`config.mk`:
```
export PLATFORM = sky130hd
export DESIGN_NAME = simple_axi_read
export DESIGN_NICKNAME = d
export VERILOG_FILES = /design/src/hdl/xfer_pkg.sv /design/src/hdl/axi_bus_pkg.sv /design/src/hdl/simple_axi_read.sv /design/src/hdl/burst_align.sv /design/src/hdl/transfer_controller.sv
export VERILOG_INCLUDE_DIRS = /design/src /design/src/include
export SDC_FILE = /design/constraint.sdc
export NUM_CORES = 1
export LEC_CHECK = 0
export ABC_CLOCK_PERIOD_IN_PS = 8070
export BUFFER_PORTS_ARGS = -buffer_cell sky130_fd_sc_hd__buf_2
export CORE_UTILIZATION = 40
export DETAILED_ROUTE_END_ITERATION = 8
export SLEW_MARGIN = 20
export SYNTH_ARGS = -nofsm -noshare
export SYNTH_HDL_FRONTEND = slang
export SYNTH_SLANG_ARGS = --single-unit
```
`constraint.sdc`:
```
create_clock -name clk_i -period 8.07 [get_ports clk_i]
set_input_delay 1.614 -clock clk_i [delete_from_list [all_inputs] [get_ports clk_i]]
set_output_delay 1.614 -clock clk_i [all_outputs]
set_load 0.005 [all_outputs]
```
`src/include/axi_read_defs.svh`:
```
`ifndef AXI_READ_DEFS_SVH
`define AXI_READ_DEFS_SVH

// AXI side
`define AXI_ADDR_W 32
`define AXI_DATA_W 32
`define AXI_LEN_W  8   // ARLEN field

// Request length in bytes
`define LEN_W 8

// Byte lanes per data word
`define BYTES_W  4
`define OFFSET_W 2     // log2 of BYTES_W

// Burst splitting limits
`define MAX_BURST  16  // INCR beats per burst
`define BOUNDARY_W 12  // 4 KB page

`endif
```
`src/hdl/xfer_pkg.sv`:
```
`include "axi_read_defs.svh"

package xfer_pkg;

   // Requested length in bytes
   typedef logic [`LEN_W-1:0] req_len_t;

   // One extra bit, offset plus length can pass 255 bytes
   typedef logic [`LEN_W:0] beat_cnt_t;

   typedef enum logic [1:0] {
      IDLE,
      SETUP,   // Burst length latched here
      ADDR,    // ARVALID held until accepted
      DATA
   } read_state_t;

endpackage

```
`src/hdl/axi_bus_pkg.sv`:
```
`include "axi_read_defs.svh"

package axi_bus_pkg;

   // Byte address on the AXI read address channel
   typedef logic [`AXI_ADDR_W-1:0] axi_addr_t;

   // One read data beat
   typedef logic [`AXI_DATA_W-1:0] axi_data_t;

   // ARLEN holds beats minus one
   typedef logic [`AXI_LEN_W-1:0] axi_len_t;

   // Byte lane inside a data word
   typedef logic [`OFFSET_W-1:0] byte_off_t;

endpackage

```
`src/hdl/simple_axi_read.sv`:
```
`include "axi_read_defs.svh"

module simple_axi_read (
   input  logic                   clk_i,
   input  logic                   rst_i,

   // Request port
   input  logic                   m_rvalid_i,
   input  axi_bus_pkg::axi_addr_t m_raddr_i,
   input  xfer_pkg::req_len_t     m_rlen_i,
   output logic                   m_rready_o,
   output axi_bus_pkg::axi_data_t m_rdata_o,
   output logic                   m_rlast_o,

   // AXI read address channel
   output axi_bus_pkg::axi_addr_t axi_araddr_o,
   output axi_bus_pkg::axi_len_t  axi_arlen_o,
   output logic                   axi_arvalid_o,
   input  logic                   axi_arready_i,

   // AXI read data channel
   input  axi_bus_pkg::axi_data_t axi_rdata_i,
   input  logic                   axi_rvalid_i,
   input  logic                   axi_rlast_i,
   output logic                   axi_rready_o
);

   import axi_bus_pkg::*;
   import xfer_pkg::*;

   read_state_t state_q;
   logic        arvalid_q;
   axi_len_t    arlen_q;

   axi_len_t    burst_len;
   logic        last_burst;
   logic        align_empty;
   logic        transfer_start;
   logic        burst_start;
   logic        beat;
   logic        burst_last;
   byte_off_t   start_off;
   beat_cnt_t   total_words;

   // Wait for the aligner so a held request is not taken twice
   assign transfer_start = (state_q == IDLE) && m_rvalid_i && align_empty;
   assign burst_start    = (state_q == ADDR) && arvalid_q && axi_arready_i;
   assign beat           = axi_rvalid_i && axi_rready_o;
   assign burst_last     = beat && axi_rlast_i;

   assign start_off   = m_raddr_i[`OFFSET_W-1:0];
   assign total_words = (beat_cnt_t'(m_rlen_i) + beat_cnt_t'(`BYTES_W - 1)) >> `OFFSET_W;

   transfer_controller read_controller (
      .clk_i           (clk_i),
      .rst_i           (rst_i),
      .address_i       (m_raddr_i),
      .length_i        (m_rlen_i),
      .transfer_start_i(transfer_start),
      .burst_start_i   (burst_start),
      .burst_addr_o    (axi_araddr_o),
      .burst_len_o     (burst_len),
      .last_burst_o    (last_burst)
   );

   burst_align aligner (
      .clk_i          (clk_i),
      .rst_i          (rst_i),
      .offset_i       (start_off),
      .start_i        (transfer_start),
      .data_in_i      (axi_rdata_i),
      .valid_in_i     (beat),
      .burst_last_i   (burst_last),
      .transfer_last_i(last_burst),
      .total_words_i  (total_words),
      .data_out_o     (m_rdata_o),
      .valid_out_o    (m_rready_o),
      .last_o         (m_rlast_o),
      .empty_o        (align_empty)
   );

   always_ff @(posedge clk_i, posedge rst_i) begin
      if (rst_i) begin
         state_q   <= IDLE;
         arvalid_q <= 1'b0;
      end else begin
         case (state_q)
            IDLE: begin
               if (transfer_start) begin
                  state_q <= SETUP;
               end
            end
            SETUP: begin
               arvalid_q <= 1'b1;
               state_q   <= ADDR;
            end
            ADDR: begin
               if (axi_arready_i) begin
                  arvalid_q <= 1'b0;
                  state_q   <= DATA;
               end
            end
            DATA: begin
               if (burst_last) begin
                  state_q <= last_burst ? IDLE : SETUP;
               end
            end
            default: state_q <= IDLE;
         endcase
      end
   end

   // ARLEN for the next burst
   always_ff @(posedge clk_i) begin
      if (state_q == SETUP) begin
         arlen_q <= burst_len;
      end
   end

   assign axi_arlen_o   = arlen_q;
   assign axi_arvalid_o = arvalid_q;
   assign axi_rready_o  = (state_q == DATA);

endmodule

```
`src/hdl/burst_align.sv`:
```
`include "axi_read_defs.svh"

module burst_align (
   input  logic                   clk_i,
   input  logic                   rst_i,
   input  axi_bus_pkg::byte_off_t offset_i,
   input  logic                   start_i,
   input  axi_bus_pkg::axi_data_t data_in_i,
   input  logic                   valid_in_i,
   input  logic                   burst_last_i,
   input  logic                   transfer_last_i,
   input  xfer_pkg::beat_cnt_t    total_words_i,
   output axi_bus_pkg::axi_data_t data_out_o,
   output logic                   valid_out_o,
   output logic                   last_o,
   output logic                   empty_o
);

   import axi_bus_pkg::*;
   import xfer_pkg::*;

   axi_data_t prev_q;
   axi_data_t out_q;
   logic      have_prev_q;
   logic      flush_q;     // Tail word owed after the final beat
   beat_cnt_t words_q;
   logic      valid_q;
   logic      last_q;
   logic      empty_q;

   logic      final_beat;
   logic      pair_fire;
   beat_cnt_t words_after_pair;
   logic      tail_need;
   logic      tail_now;
   logic      emit;
   axi_data_t emit_data;

   // Upper bytes of lo followed by lower bytes of hi
   function automatic axi_data_t join_lanes(axi_data_t hi, axi_data_t lo, byte_off_t off);
      logic [2*`AXI_DATA_W-1:0] both;
      both = {hi, lo} >> ((`AXI_DATA_W / `BYTES_W) * off);
      return both[`AXI_DATA_W-1:0];
   endfunction

   always_comb begin
      final_beat       = valid_in_i && burst_last_i && transfer_last_i;
      pair_fire        = valid_in_i && ((offset_i == '0) || have_prev_q);
      words_after_pair = words_q + beat_cnt_t'(pair_fire);
      // Last requested bytes sit in the final beat alone
      tail_need        = final_beat && (words_after_pair < total_words_i);
      tail_now         = tail_need && !pair_fire;
      emit             = pair_fire || tail_now || flush_q;
   end

   always_comb begin
      if (flush_q) begin
         emit_data = join_lanes('0, prev_q, offset_i);
      end else if (tail_now) begin
         emit_data = join_lanes('0, data_in_i, offset_i);
      end else if (offset_i == '0) begin
         emit_data = data_in_i;
      end else begin
         emit_data = join_lanes(data_in_i, prev_q, offset_i);
      end
   end

   always_ff @(posedge clk_i) begin
      if (valid_in_i) begin
         prev_q <= data_in_i;
      end
      if (emit) begin
         out_q <= emit_data;
      end
   end

   always_ff @(posedge clk_i, posedge rst_i) begin
      if (rst_i) begin
         have_prev_q <= 1'b0;
         flush_q     <= 1'b0;
         words_q     <= '0;
         valid_q     <= 1'b0;
         last_q      <= 1'b0;
         empty_q     <= 1'b1;
      end else begin
         valid_q <= emit;
         last_q  <= emit && ((words_q + beat_cnt_t'(1)) == total_words_i);
         if (start_i) begin
            have_prev_q <= 1'b0;
            flush_q     <= 1'b0;
            words_q     <= '0;
            empty_q     <= 1'b0;
         end else begin
            if (valid_in_i) begin
               have_prev_q <= 1'b1;
            end
            flush_q <= tail_need && pair_fire;
            if (emit) begin
               words_q <= words_q + beat_cnt_t'(1);
            end
            if (last_q) begin
               empty_q <= 1'b1;  // One cycle after the last word
            end
         end
      end
   end

   assign data_out_o  = out_q;
   assign valid_out_o = valid_q;
   assign last_o      = last_q;
   assign empty_o     = empty_q;

endmodule

```
`src/hdl/transfer_controller.sv`:
```
`include "axi_read_defs.svh"

module transfer_controller (
   input  logic                   clk_i,
   input  logic                   rst_i,
   input  axi_bus_pkg::axi_addr_t address_i,
   input  xfer_pkg::req_len_t     length_i,    // In bytes
   input  logic                   transfer_start_i,
   input  logic                   burst_start_i,
   output axi_bus_pkg::axi_addr_t burst_addr_o,
   output axi_bus_pkg::axi_len_t  burst_len_o,
   output logic                   last_burst_o
);

   import axi_bus_pkg::*;
   import xfer_pkg::*;

   localparam int PAGE_IDX_W = `BOUNDARY_W - `OFFSET_W;

   axi_addr_t addr_q;
   beat_cnt_t remaining_q;
   logic      last_q;

   byte_off_t             start_off;
   beat_cnt_t             total_beats;
   logic [PAGE_IDX_W:0]   to_boundary;
   beat_cnt_t             burst_beats;

   // Beats needed to cover the leading offset plus the request
   always_comb begin
      start_off   = address_i[`OFFSET_W-1:0];
      total_beats = (beat_cnt_t'(start_off) + beat_cnt_t'(length_i) +
                     beat_cnt_t'(`BYTES_W - 1)) >> `OFFSET_W;
   end

   // Words left in the current 4 KB page
   always_comb begin
      to_boundary = {1'b1, {PAGE_IDX_W{1'b0}}} -
                    {1'b0, addr_q[`BOUNDARY_W-1:`OFFSET_W]};
   end

   // Smallest of remaining, burst limit and page limit
   always_comb begin
      burst_beats = remaining_q;
      if (burst_beats > beat_cnt_t'(`MAX_BURST)) begin
         burst_beats = beat_cnt_t'(`MAX_BURST);
      end
      if (to_boundary < {2'b00, burst_beats}) begin
         burst_beats = beat_cnt_t'(to_boundary);
      end
   end

   always_ff @(posedge clk_i) begin
      if (transfer_start_i) begin
         addr_q <= {address_i[`AXI_ADDR_W-1:`OFFSET_W], {`OFFSET_W{1'b0}}};
      end else if (burst_start_i) begin
         addr_q <= addr_q + axi_addr_t'({burst_beats, {`OFFSET_W{1'b0}}});
      end
   end

   always_ff @(posedge clk_i, posedge rst_i) begin
      if (rst_i) begin
         remaining_q <= '0;
         last_q      <= 1'b0;
      end else if (transfer_start_i) begin
         remaining_q <= total_beats;
         last_q      <= 1'b0;
      end else if (burst_start_i) begin
         remaining_q <= remaining_q - burst_beats;
         // Flag follows the burst now in flight
         last_q      <= (remaining_q == burst_beats);
      end
   end

   assign burst_addr_o = addr_q;
   assign burst_len_o  = axi_len_t'(burst_beats - beat_cnt_t'(1));
   assign last_burst_o = last_q;

endmodule

```
==> flow_summary.json, run 1 <==
{
  "filler_cell_count": 2199,
  "cp_data_arrival_time_ps": 6430,
  "worstPathCellList": "inv_1 -> ha_1 -> nor4b_1 -> nor2b_1 -> xnor2_1 -> ha_1 -> a211oi_1 -> nand2_1 -> o31ai_1 -> and2_0 -> a21o_1 -> inv_1 -> fa_1 -> nor2b_1 -> o21ai_0 -> a21oi_1 -> o21ai_1 -> nor4_1 -> xnor2_1 -> a21oi_1",
  "chipWidth_microns": 154.5,
  "data_required_time_of_the_worst_path_ps": 8230,
  "maxCapViolations": 0,
  "io_pins": 154,
  "cts_tree": "built",
  "path_class_of_the_lowest_slack_min_delay_path": "reg -> reg",
  "synth-edff-count": 102,
  "power-per-cell-area_nw_per_um2": 265.7,
  "outcome": "complete, no violations",
  "worst_path_largest_cell_delay_ps": 630,
  "post_cts_resized": 0,
  "unrepaired_setup_endpoints_after_global_routing": "false",
  "async_reset_ff_share_pct": 20.93,
  "num_antenna_cells": 0,
  "syn-cell-area_sq_um": 9305,
  "commonest_register_cell_after_synthesis": "sky130_fd_sc_hd__edfxtp_1",
  "gp_congestion": 0.8800,
  "numCtsBuffers": 17,
  "fin_tns_setup_ps": 0,
  "synth_sequential_area_ratio_pct": 40.19,
  "num_rows": 55,
  "area_growth_syn_to_fin_pct": 15.95,
  "drcViolationCount": 0,
  "maxSlewHeadroom_pct": 31.06,
  "fin_skew_ps": 12.06,
  "cellLeakagePower_nw": 4.280,
  "worst_hold_path.endpoint": "aligner.have_prev_q$_DFFE_PP0P_",
  "final-max-slew-violation-count": 0,
  "drive_gt1_share_pct": 19.65,
  "placement.io_buffers": 151,
  "die-height_microns": 154.5,
  "criticalPathCategory": "reg -> reg",
  "post_drt_wl_per_cell_microns": 17.10,
  "design.final.nets": 1256,
  "post-cts-setup-buffer-count": 0,
  "critical_path_peak_fanout": 14,
  "post-route-period-util_pct": 77.59,
  "antenna_found_initial": 0,
  "fmaxAchievable_mhz": 159.7,
  "synth_largest_area_cell": "sky130_fd_sc_hd__edfxtp_1",
  "cts-root-buf": "sky130_fd_sc_hd__clkbuf_16",
  "clock_path_buffers": 2,
  "worst-slew-pin-transition_ps": 1034,
  "critPathCaptureType": "register",
  "max-vdd-ir-drop_uv": 164.8,
  "final_antenna_net_count": 0,
  "synth_commonest_cells": "sky130_fd_sc_hd__nand2_1 (120), sky130_fd_sc_hd__edfxtp_1 (102), sky130_fd_sc_hd__nor2_1 (94), sky130_fd_sc_hd__a21oi_1 (90), sky130_fd_sc_hd__xnor2_1 (51)",
  "grt_pass1_wl_microns": 39360,
  "die-area_sq_um": 23880,
  "grt_residual_overflow": 0,
  "grt_start_max_net_pins": 78,
  "slowest_stage": "sky130_fd_sc_hd__and2_0",
  "p_total_mw": 2.867,
  "synth.top_cells.by_area": "sky130_fd_sc_hd__edfxtp_1 (33%), sky130_fd_sc_hd__dfrtp_1 (7.0%), sky130_fd_sc_hd__ha_1 (5.8%)",
  "initial_utilization_pct": 40.98,
  "min_tclk_post_route_ps": 6261,
  "place.detailed.hpwl_microns": 17010,
  "floorplan.core_area_sq_um": 22710,
  "synthesis.instances": 1006,
  "routed_wl_microns": 24450,
  "clk_pin_slew_ps": 70,
  "start_of_the_worst_register_to_register_path": "read_controller.burst_addr_o[2]$_DFFE_PP_",
  "crit-reg2reg-capture": "read_controller.burst_addr_o[28]$_DFFE_PP_",
  "final_hold_viol_count": 0,
  "regToRegSetupSlack_ps": 1810,
  "cts.hold.buffers_added": 0,
  "finalSetupViolations": 0,
  "cts.htree.levels": 4,
  "clk_latency_ps": 430,
  "synth_top_cell_area_share_pct": 32.92,
  "synth.ff_latch_count": 129,
  "drt_first_iter_violations": 523,
  "cp-start-kind": "register",
  "min_from": "aligner.have_prev_q$_DFFE_PP0P_",
  "grt_use_total_pct": 20.69,
  "dr_total_vias": 8000,
  "ys.warnings.count": 0,
  "worstHoldPathCells": 1,
  "yosys.cell_count.top_type": "sky130_fd_sc_hd__nand2_1",
  "detail_route.first_pass.iterations": 5,
  "cts_sink_count": 129,
  "syn_area_per_cell_sq_um": 9.250,
  "r2r.worst_path.cells": 20,
  "vias_per_cell": 5.594,
  "first_global_vias": 7588,
  "ys_types": 68
}
## stage by stage
stage | area, sq um | instances | worst slack (ps) | hold slack (ps) | util (%)
final | 10790 | 1430 | 1809 | 495.2 | 47.51
after floorplan | 9320 | 1010 | 1210 | 464.8 | -
after CTS | 10780 | 1430 | 1693 | 502.4 | 47.48
after global placement | 10250 | 1398 | 1903 | 480.1 | 45.12
after detailed placement | 10250 | 1398 | 1686 | 488.8 | 45.12
after global routing | 10790 | 1430 | 1304 | 540.0 | 47.51
## cell usage in the layout, fill, tap and decap left out, drive strengths merged, types with 6 or more instances in the layout
master,synthesis,layout
and2,9,9
o221ai,7,7
nor3b,6,6
clkbuf,34,18
mux4,8,8
ha,43,43
a21oi,90,90
nor2,96,96
and3,15,15
edfxtp,102,102
dfrtp,26,26
o21a,9,9
nand2,123,123
nand3,40,40
inv,35,41
buf,23,160
a221oi,7,7
nor2b,16,16
mux2i,26,26
nor3,25,25
a211oi,26,26
nor4b,7,7
a21o,11,11
xor2,28,28
o21ai,52,52
xnor2,51,51
conb,2,6
a22oi,9,9
a31oi,13,13
a21boi,8,8
## layout make-up
type | instances | area (sq um) | area share (%)
clock buffers | 18 | 429.2 | 3.978
flip-flops and latches | 129 | 3741 | 34.67
well taps | 285 | 356.6 | 3.305
repair buffers | 160 | 823.3 | 7.631
multi-input cells | 788 | 5197 | 48.17
inverters | 36 | 135.1 | 1.252
clock inverters | 14 | 106.4 | 0.9857
## registers in the layout (all words and copies together) (netlist names)
register / flops
aligner.data_out_o: 32
aligner.empty_o: 1
aligner.flush_q: 1
aligner.have_prev_q: 1
aligner.last_o: 1
aligner.prev_q: 32
aligner.valid_out_o: 1
aligner.words_q: 9
axi_arlen_o: 8
axi_arvalid_o: 1
read_controller.burst_addr_o: 30
read_controller.last_burst_o: 1
read_controller.remaining_q: 9
state_q: 2
## worst max-delay path by stage
stage	start	endpoint	slack (ps)	cells past startpoint
after floorplan	axi_rvalid_i	aligner.words_q[8]$_DFFE_PP0P_	1210	14
after global placement	read_controller.burst_addr_o[2]$_DFFE_PP_	read_controller.burst_addr_o[15]$_DFFE_PP_	1900	20
after detailed placement	read_controller.burst_addr_o[2]$_DFFE_PP_	read_controller.burst_addr_o[25]$_DFFE_PP_	1690	20
after CTS	read_controller.burst_addr_o[3]$_DFFE_PP_	read_controller.burst_addr_o[31]$_DFFE_PP_	1690	20
after global routing	read_controller.burst_addr_o[2]$_DFFE_PP_	read_controller.burst_addr_o[26]$_DFFE_PP_	1300	20
final	read_controller.burst_addr_o[2]$_DFFE_PP_	read_controller.burst_addr_o[28]$_DFFE_PP_	1810	20
## kinds of logic (layout without fill, tap and decap cells)
group | count (synthesis) | count (layout) | share of synthesized area, %
muxes | 38 | 38 | 5.217
adders and majority gates | 46 | 46 | 6.427
xor gates and xnor gates | 79 | 79 | 7.436
buffers and inverters | 93 | 228 | 4.303
DFF | 129 | 129 | 40.19
AOI/OAI and AO/OA | 260 | 260 | 18.29
and+or+nand+nor | 359 | 359 | 18.06
other | 2 | 6 | 0.08071
## metal layers
layer  GRT usage (%)  wire (microns)
met2           31.80           10750
met3           3.390            1675
met5               0               0
met4           6.412             430
met1           29.72           11590
## critical path: cells and delay by family (launching register included)
family | cells | cell delay (ps)
buf+inv | 2 | 240
xor+xnor | 2 | 400
flops | 1 | 470
compound gates | 7 | 1850
fa+ha+maj | 3 | 1040
simple gates | 6 | 1990
## power by group
group	switching [mW]	internal [mW]
logic	0.629	0.464
clock network	0.323	0.397
registers	0.133	0.921
total	1.08	1.78
Power figures use the tool's default switching activity.
==> inputs of run 2 (changes only) <==
--- a/config.mk
+++ b/config.mk
@@ -6,7 +6,7 @@
 export SDC_FILE = /design/constraint.sdc
 export NUM_CORES = 1
 export LEC_CHECK = 0
-export ABC_CLOCK_PERIOD_IN_PS = 8070
+export ABC_CLOCK_PERIOD_IN_PS = 5850
 export BUFFER_PORTS_ARGS = -buffer_cell sky130_fd_sc_hd__buf_2
 export CORE_UTILIZATION = 40
 export DETAILED_ROUTE_END_ITERATION = 8
==> constraint.sdc (replaced) <==
create_clock -name clk_i -period 5.85 [get_ports clk_i]
set_input_delay 1.17 -clock clk_i [delete_from_list [all_inputs] [get_ports clk_i]]
set_output_delay 1.17 -clock clk_i [all_outputs]
set_load 0.005 [all_outputs]
==> run 2 against run 1 <==
  * Non-clock buffer count up 6
  * Final cell count up 0.49%
  * Core utilization up 0.51 points
  * Worst setup slack worse by 1300 ps
  * Critical path depth up 2
  * Sequential share of layout area down 0.37 points
  * Sequential power up 38%
  * Critical endpoint is now read_controller.burst_addr_o[16]$_DFFE_PP_
  * Highest routed layer unchanged
==> flow_summary.json, run 2 (synthesis gave the netlist of run 1 again) <==
{
  "outcome": "complete, no violations",
  "maxCapViolations": 0,
  "power-per-cell-area_nw_per_um2": 371.6,
  "clk_latency_ps": 420,
  "antenna_found_initial": 1,
  "min_from": "aligner.have_prev_q$_DFFE_PP0P_",
  "postLayoutCoreUtil_pct": 48.02,
  "critical_path_peak_fanout": 9,
  "fmaxAchievable_mhz": 186.0,
  "place.detailed.hpwl_microns": 16920,
  "cellLeakagePower_nw": 4.343,
  "numCtsBuffers": 17,
  "placement.io_buffers": 151,
  "worst-slew-pin-transition_ps": 976.1,
  "cp_data_arrival_time_ps": 5510,
  "initial_utilization_pct": 40.98,
  "max-vdd-ir-drop_uv": 242.3,
  "chipWidth_microns": 154.5,
  "grt_use_total_pct": 20.48,
  "critPathCaptureType": "register",
  "final_hold_viol_count": 0,
  "clock_path_buffers": 2,
  "regToRegSetupSlack_ps": 470,
  "unrepaired_setup_endpoints_after_global_routing": "false",
  "finalSetupViolations": 0,
  "grt_residual_overflow": 0,
  "post-route-period-util_pct": 91.88,
  "cts_tree": "built",
  "cts_sink_count": 129,
  "clk_pin_slew_ps": 60,
  "path_delay_family": "compound AO/OA/AOI/OAI gates",
  "die-area_sq_um": 23880,
  "grt_pass1_wl_microns": 38760,
  "worstHoldPathCells": 1,
  "drive_gt1_share_pct": 20.68,
  "routed_wl_microns": 24210,
  "data_required_time_of_the_worst_path_ps": 5980,
  "io_pins": 154,
  "r2r.worst_path.cells": 22,
  "gp_congestion": 0.8607,
  "cellInternalPower_mw": 2.531,
  "num_rows": 55,
  "fin_skew_ps": 11.01,
  "switchingPower_mw": 1.521,
  "fin_tns_setup_ps": 0,
  "path_class_of_the_lowest_slack_min_delay_path": "reg -> reg",
  "vias_per_cell": 5.524,
  "mostFrequentLayoutCell": "sky130_fd_sc_hd__buf_2",
  "share_comb_of_total_power_pct": 37.7,
  "worst_hold_path.endpoint": "aligner.have_prev_q$_DFFE_PP0P_",
  "detail_route.first_pass.iterations": 5,
  "die-height_microns": 154.5,
  "grt_start_max_net_pins": 78,
  "cp-start-kind": "register",
  "maxSlewHeadroom_pct": 34.93,
  "first_global_vias": 7393,
  "min_tclk_post_route_ps": 5375,
  "worstPathCellList": "inv_1 -> ha_1 -> nor4b_2 -> nor2b_1 -> xnor2_1 -> ha_1 -> a211oi_1 -> nand2_1 -> o31ai_2 -> and2_2 -> buf_4 -> nand2_1 -> o21ai_1 -> ha_1 -> nor2b_1 -> o21ai_0 -> a21oi_2 -> o21ai_2 -> buf_4 -> nor2_1 -> xnor2_1 -> o21ai_0",
  "post_drt_wl_per_cell_microns": 16.84,
  "fraction_of_power_spent_switching_nets_pct": 37.53,
  "slowest_stage": "sky130_fd_sc_hd__edfxtp_1",
  "criticalPathCategory": "reg -> reg",
  "cts.htree.levels": 4,
  "area_growth_syn_to_fin_pct": 17.20,
  "crit-reg2reg-capture": "read_controller.burst_addr_o[16]$_DFFE_PP_",
  "layout_common_cells": "sky130_fd_sc_hd__buf_2 (151), sky130_fd_sc_hd__nand2_1 (120), sky130_fd_sc_hd__edfxtp_1 (102)",
  "post_route_worst_hold_slack_ps": 492.4,
  "drt_first_iter_violations": 535,
  "start_of_the_worst_register_to_register_path": "read_controller.burst_addr_o[2]$_DFFE_PP_",
  "path_common_cell": "sky130_fd_sc_hd__ha_1",
  "cts-root-buf": "sky130_fd_sc_hd__clkbuf_16",
  "cp_num_buf_inv": 3,
  "design.final.nets": 1262,
  "pwr-share-seq_pct": 35.7,
  "worst_path_largest_cell_delay_ps": 490,
  "final_antenna_net_count": 0,
  "cts.hold.buffers_added": 0,
  "floorplan.core_area_sq_um": 22710,
  "clock_power_share_pct": 26.6,
  "final-max-slew-violation-count": 0,
  "dr_total_vias": 7938,
  "drcViolationCount": 0
}
run 2: power by group through the flow:
stage,registers (mW),clock network (mW),logic [mW]
3_3_place_gp,1.46,0,1.50
3_5_place_dp,1.46,0,1.51
5_1_grt,1.47,1.13,1.71
6_report,1.45,1.08,1.53
2_1_floorplan,1.42,0,1.09
4_1_cts,1.44,1.10,1.52
run 2: worst register-to-register path, cell delays in order (launching register included):
cell	delay (ps)
sky130_fd_sc_hd__edfxtp_1	490
sky130_fd_sc_hd__inv_1	130
sky130_fd_sc_hd__ha_1	260
sky130_fd_sc_hd__nor4b_2	250
sky130_fd_sc_hd__nor2b_1	190
sky130_fd_sc_hd__xnor2_1	240
sky130_fd_sc_hd__ha_1	330
sky130_fd_sc_hd__a211oi_1	300
sky130_fd_sc_hd__nand2_1	110
sky130_fd_sc_hd__o31ai_2	370
sky130_fd_sc_hd__and2_2	310
sky130_fd_sc_hd__buf_4	170
sky130_fd_sc_hd__nand2_1	50
sky130_fd_sc_hd__o21ai_1	190
sky130_fd_sc_hd__ha_1	330
sky130_fd_sc_hd__nor2b_1	140
sky130_fd_sc_hd__o21ai_0	270
sky130_fd_sc_hd__a21oi_2	150
sky130_fd_sc_hd__o21ai_2	320
sky130_fd_sc_hd__buf_4	200
sky130_fd_sc_hd__nor2_1	50
sky130_fd_sc_hd__xnor2_1	160
sky130_fd_sc_hd__o21ai_0	90
run 2: how the worst max path moves through the flow:
stage,start,end,cells past startpoint
floorplan,axi_rvalid_i,aligner.words_q[8]$_DFFE_PP0P_,14
global placement,read_controller.burst_addr_o[2]$_DFFE_PP_,read_controller.burst_addr_o[16]$_DFFE_PP_,22
detailed placement,read_controller.burst_addr_o[2]$_DFFE_PP_,read_controller.burst_addr_o[20]$_DFFE_PP_,22
CTS,read_controller.burst_addr_o[2]$_DFFE_PP_,read_controller.burst_addr_o[16]$_DFFE_PP_,22
global route,read_controller.burst_addr_o[2]$_DFFE_PP_,read_controller.burst_addr_o[18]$_DFFE_PP_,23
finish,read_controller.burst_addr_o[2]$_DFFE_PP_,read_controller.burst_addr_o[16]$_DFFE_PP_,22
run 2: cell type report:
| class | count | area, sq um |
|---|---|---|
| clock inverters | 15 | 166.4 |
| well taps | 285 | 356.6 |
| flip-flops and latches | 129 | 3741 |
| diodes | 1 | 2.502 |
| multi-input cells | 788 | 5210 |
| fillers | 2198 | 11800 |
| clock buffers | 17 | 425.4 |
| repair buffers | 166 | 868.3 |
| inverters | 36 | 135.1 |
run 2: per-stage QoR:
stage	setup WS [ps]	cell area, sq um	cells	power [mW]
2_1_floorplan	188.3	9329	1010	2.508
3_3_place_gp	334.0	10290	1404	2.961
3_5_place_dp	201.6	10290	1404	2.972
4_1_cts	125.9	10880	1436	4.065
5_1_grt	18.23	10910	1437	4.316
6_report	475.0	10910	1437	4.052
run 2: what timing repair did:
action / CTS / global route
hold endpoints to repair: 0 / 0
gates resized for setup: 0 / 6
setup buffers: 0 / 0
endpoints found under the setup margin: 0 / 23
run 2: per-layer routing:
layer / GRT usage (%) / vias up / wire length, microns
met5: 0 / - / 0
met4: 6.506 / 0 / 329
met3: 3.166 / 25 / 1118
met2: 31.01 / 222 / 10910
met1: 29.86 / 3758 / 11840
li1: - / 3933 / -
==> inputs of run 3 (changes only) <==
--- a/config.mk
+++ b/config.mk
@@ -8,8 +8,11 @@
 export LEC_CHECK = 0
 export ABC_CLOCK_PERIOD_IN_PS = 5850
 export BUFFER_PORTS_ARGS = -buffer_cell sky130_fd_sc_hd__buf_2
+export CELL_PAD_IN_SITES_DETAIL_PLACEMENT = 1
+export CELL_PAD_IN_SITES_GLOBAL_PLACEMENT = 1
 export CORE_UTILIZATION = 40
 export DETAILED_ROUTE_END_ITERATION = 8
+export PLACE_DENSITY_LB_ADDON = 0.1
 export SLEW_MARGIN = 20
 export SYNTH_ARGS = -nofsm -noshare
 export SYNTH_HDL_FRONTEND = slang
==> run 3 against run 2 <==
  * Non-clock buffer count up 4
  * Critical path depth stayed put
  * Maximum frequency up 0.23%
  * First-iteration DRC count down 5.2%
  * Sequential share of layout area is 0.10 points higher
  * Routed wire length rose by 14%
  * Highest routed layer is now met5
  * Critical endpoint is now read_controller.remaining_q[8]$_DFFE_PP0P_
  * Critical path type unchanged
==> flow_summary.json, run 3 (synthesis gave the netlist of run 1 again) <==
{
  "numCtsBuffers": 17,
  "worstSetupEndpoint": "read_controller.remaining_q[8]$_DFFE_PP0P_",
  "clock_path_buffers": 2,
  "num_rows": 55,
  "cts_sink_count": 129,
  "vias_per_cell": 5.688,
  "cellLeakagePower_nw": 4.342,
  "post_drt_wl_per_cell_microns": 19.15,
  "design.final.nets": 1266,
  "dpl.cell_count": 1408,
  "placement.io_buffers": 151,
  "gp_congestion": 0.8541,
  "grt_start_max_net_pins": 77,
  "final_hold_viol_count": 0,
  "post-cts-setup-buffer-count": 0,
  "regToRegSetupSlack_ps": 490,
  "r2r.worst_path.cells": 22,
  "max-vdd-ir-drop_uv": 181.6,
  "instances_no_fill": 1442,
  "filler_cell_count": 2682,
  "grt_pass1_wl_microns": 45150,
  "clk_latency_ps": 430,
  "cts.hold.buffers_added": 0,
  "start_of_the_worst_register_to_register_path": "read_controller.burst_addr_o[3]$_DFFE_PP_",
  "cp-start-kind": "register",
  "outcome": "complete, no violations",
  "dr_total_vias": 8202,
  "criticalPathCategory": "reg -> reg",
  "final_antenna_net_count": 0,
  "post_cts_resized": 0,
  "initial_utilization_pct": 40.98,
  "data_required_time_of_the_worst_path_ps": 6130,
  "min_tclk_post_route_ps": 5363,
  "place.detailed.hpwl_microns": 19830,
  "die-height_microns": 154.5,
  "clk_pin_slew_ps": 60,
  "fin_tns_setup_ps": 0,
  "critPathCaptureType": "register",
  "area_growth_syn_to_fin_pct": 16.85,
  "io_pins": 154,
  "postLayoutCoreUtil_pct": 47.88,
  "unrepaired_setup_endpoints_after_global_routing": "false",
  "fmaxAchievable_mhz": 186.5,
  "mostFrequentLayoutCell": "sky130_fd_sc_hd__buf_2",
  "detail_route.first_pass.iterations": 5,
  "floorplan.core_area_sq_um": 22710,
  "cts-root-buf": "sky130_fd_sc_hd__clkbuf_16",
  "finalSetupViolations": 0,
  "critical_path_peak_fanout": 9,
  "worst-slew-pin-transition_ps": 989.4,
  "post-route-period-util_pct": 91.67,
  "maxCapViolations": 0,
  "cp_data_arrival_time_ps": 5640,
  "first_global_vias": 8321,
  "layout_common_cells": "sky130_fd_sc_hd__buf_2 (151), sky130_fd_sc_hd__nand2_1 (120), sky130_fd_sc_hd__edfxtp_1 (102)",
  "antenna_found_initial": 3,
  "drcViolationCount": 0,
  "grt_residual_overflow": 0,
  "cts.htree.levels": 4,
  "drt_first_iter_violations": 507,
  "routed_wl_microns": 27620,
  "die-area_sq_um": 23880,
  "fin_skew_ps": 11.40,
  "startpoint": "read_controller.burst_addr_o[3]$_DFFE_PP_",
  "maxSlewHeadroom_pct": 34.04,
  "path_class_of_the_lowest_slack_min_delay_path": "reg -> reg",
  "final-max-slew-violation-count": 0,
  "cts_tree": "built",
  "p_total_mw": 4.052,
  "grt_use_total_pct": 24.15,
  "chipWidth_microns": 154.5,
  "drive_gt1_share_pct": 20.61,
  "post_route_worst_hold_slack_ps": 504.8,
  "crit-reg2reg-capture": "read_controller.remaining_q[8]$_DFFE_PP0P_",
  "power-per-cell-area_nw_per_um2": 372.7
}
[run 3: power breakdown]
part	total [mW]	leakage [nW]	internal, mW	switching, mW
combinational	1.59	2.81	0.664	0.922
sequential	1.46	1.27	1.27	0.187
clock	1.01	0.263	0.549	0.460
[run 3: worst max-delay path, cell delays in order (launching register included)]
cell and delay [ps]:
sky130_fd_sc_hd__edfxtp_1 470, sky130_fd_sc_hd__inv_1 150, sky130_fd_sc_hd__ha_1 260, sky130_fd_sc_hd__nor4b_1 330
sky130_fd_sc_hd__nor2b_1 210, sky130_fd_sc_hd__xnor2_1 250, sky130_fd_sc_hd__ha_1 340, sky130_fd_sc_hd__a211oi_1 280
sky130_fd_sc_hd__nand2_1 80, sky130_fd_sc_hd__o31ai_1 300, sky130_fd_sc_hd__buf_4 170, sky130_fd_sc_hd__nand2_2 50
sky130_fd_sc_hd__buf_4 160, sky130_fd_sc_hd__nand2_1 70, sky130_fd_sc_hd__o21a_1 210, sky130_fd_sc_hd__inv_1 70
sky130_fd_sc_hd__ha_1 350, sky130_fd_sc_hd__nand4_1 160, sky130_fd_sc_hd__a21oi_1 70, sky130_fd_sc_hd__nor3_1 550
sky130_fd_sc_hd__nor4b_1 130, sky130_fd_sc_hd__a2111oi_0 440, sky130_fd_sc_hd__nand3_1 120
[run 3: how the worst min path moves through the flow]
stage / endpoint / start / cells after the start
after floorplan: aligner.have_prev_q$_DFFE_PP0P_ / aligner.have_prev_q$_DFFE_PP0P_ / 1
after global placement: aligner.have_prev_q$_DFFE_PP0P_ / aligner.have_prev_q$_DFFE_PP0P_ / 1
after detailed placement: aligner.empty_o$_DFFE_PP1P_ / aligner.last_o$_DFF_PP0_ / 2
after CTS: aligner.empty_o$_DFFE_PP1P_ / aligner.last_o$_DFF_PP0_ / 2
after global routing: aligner.have_prev_q$_DFFE_PP0P_ / aligner.have_prev_q$_DFFE_PP0P_ / 1
final: aligner.empty_o$_DFFE_PP1P_ / aligner.last_o$_DFF_PP0_ / 2
[run 3: layout make-up]
type	count	area (sq um)	area share, %
multi-input cells	788	5199	47.81
well taps	285	356.6	3.280
flip-flops and latches	129	3741	34.41
clock buffers	19	432.9	3.982
diodes	2	5.005	0.04603
clock inverters	13	105.1	0.9666
repair buffers	170	898.4	8.262
inverters	36	135.1	1.243
[run 3: metrics by stage]
step / area (sq um) / setup slack, ps
after global routing: 10870 / 43.42
after floorplan: 9329 / 188.3
after global placement: 10320 / 302.9
after CTS: 10860 / 146.2
after detailed placement: 10320 / 202.1
final: 10870 / 487.2
[run 3: metal layers]
layer  routed length, microns  track usage (%)
met3                     1348            4.035
met1                    13350            35.00
met4                      312            5.799
met5                       13                0
met2                    12600            37.45
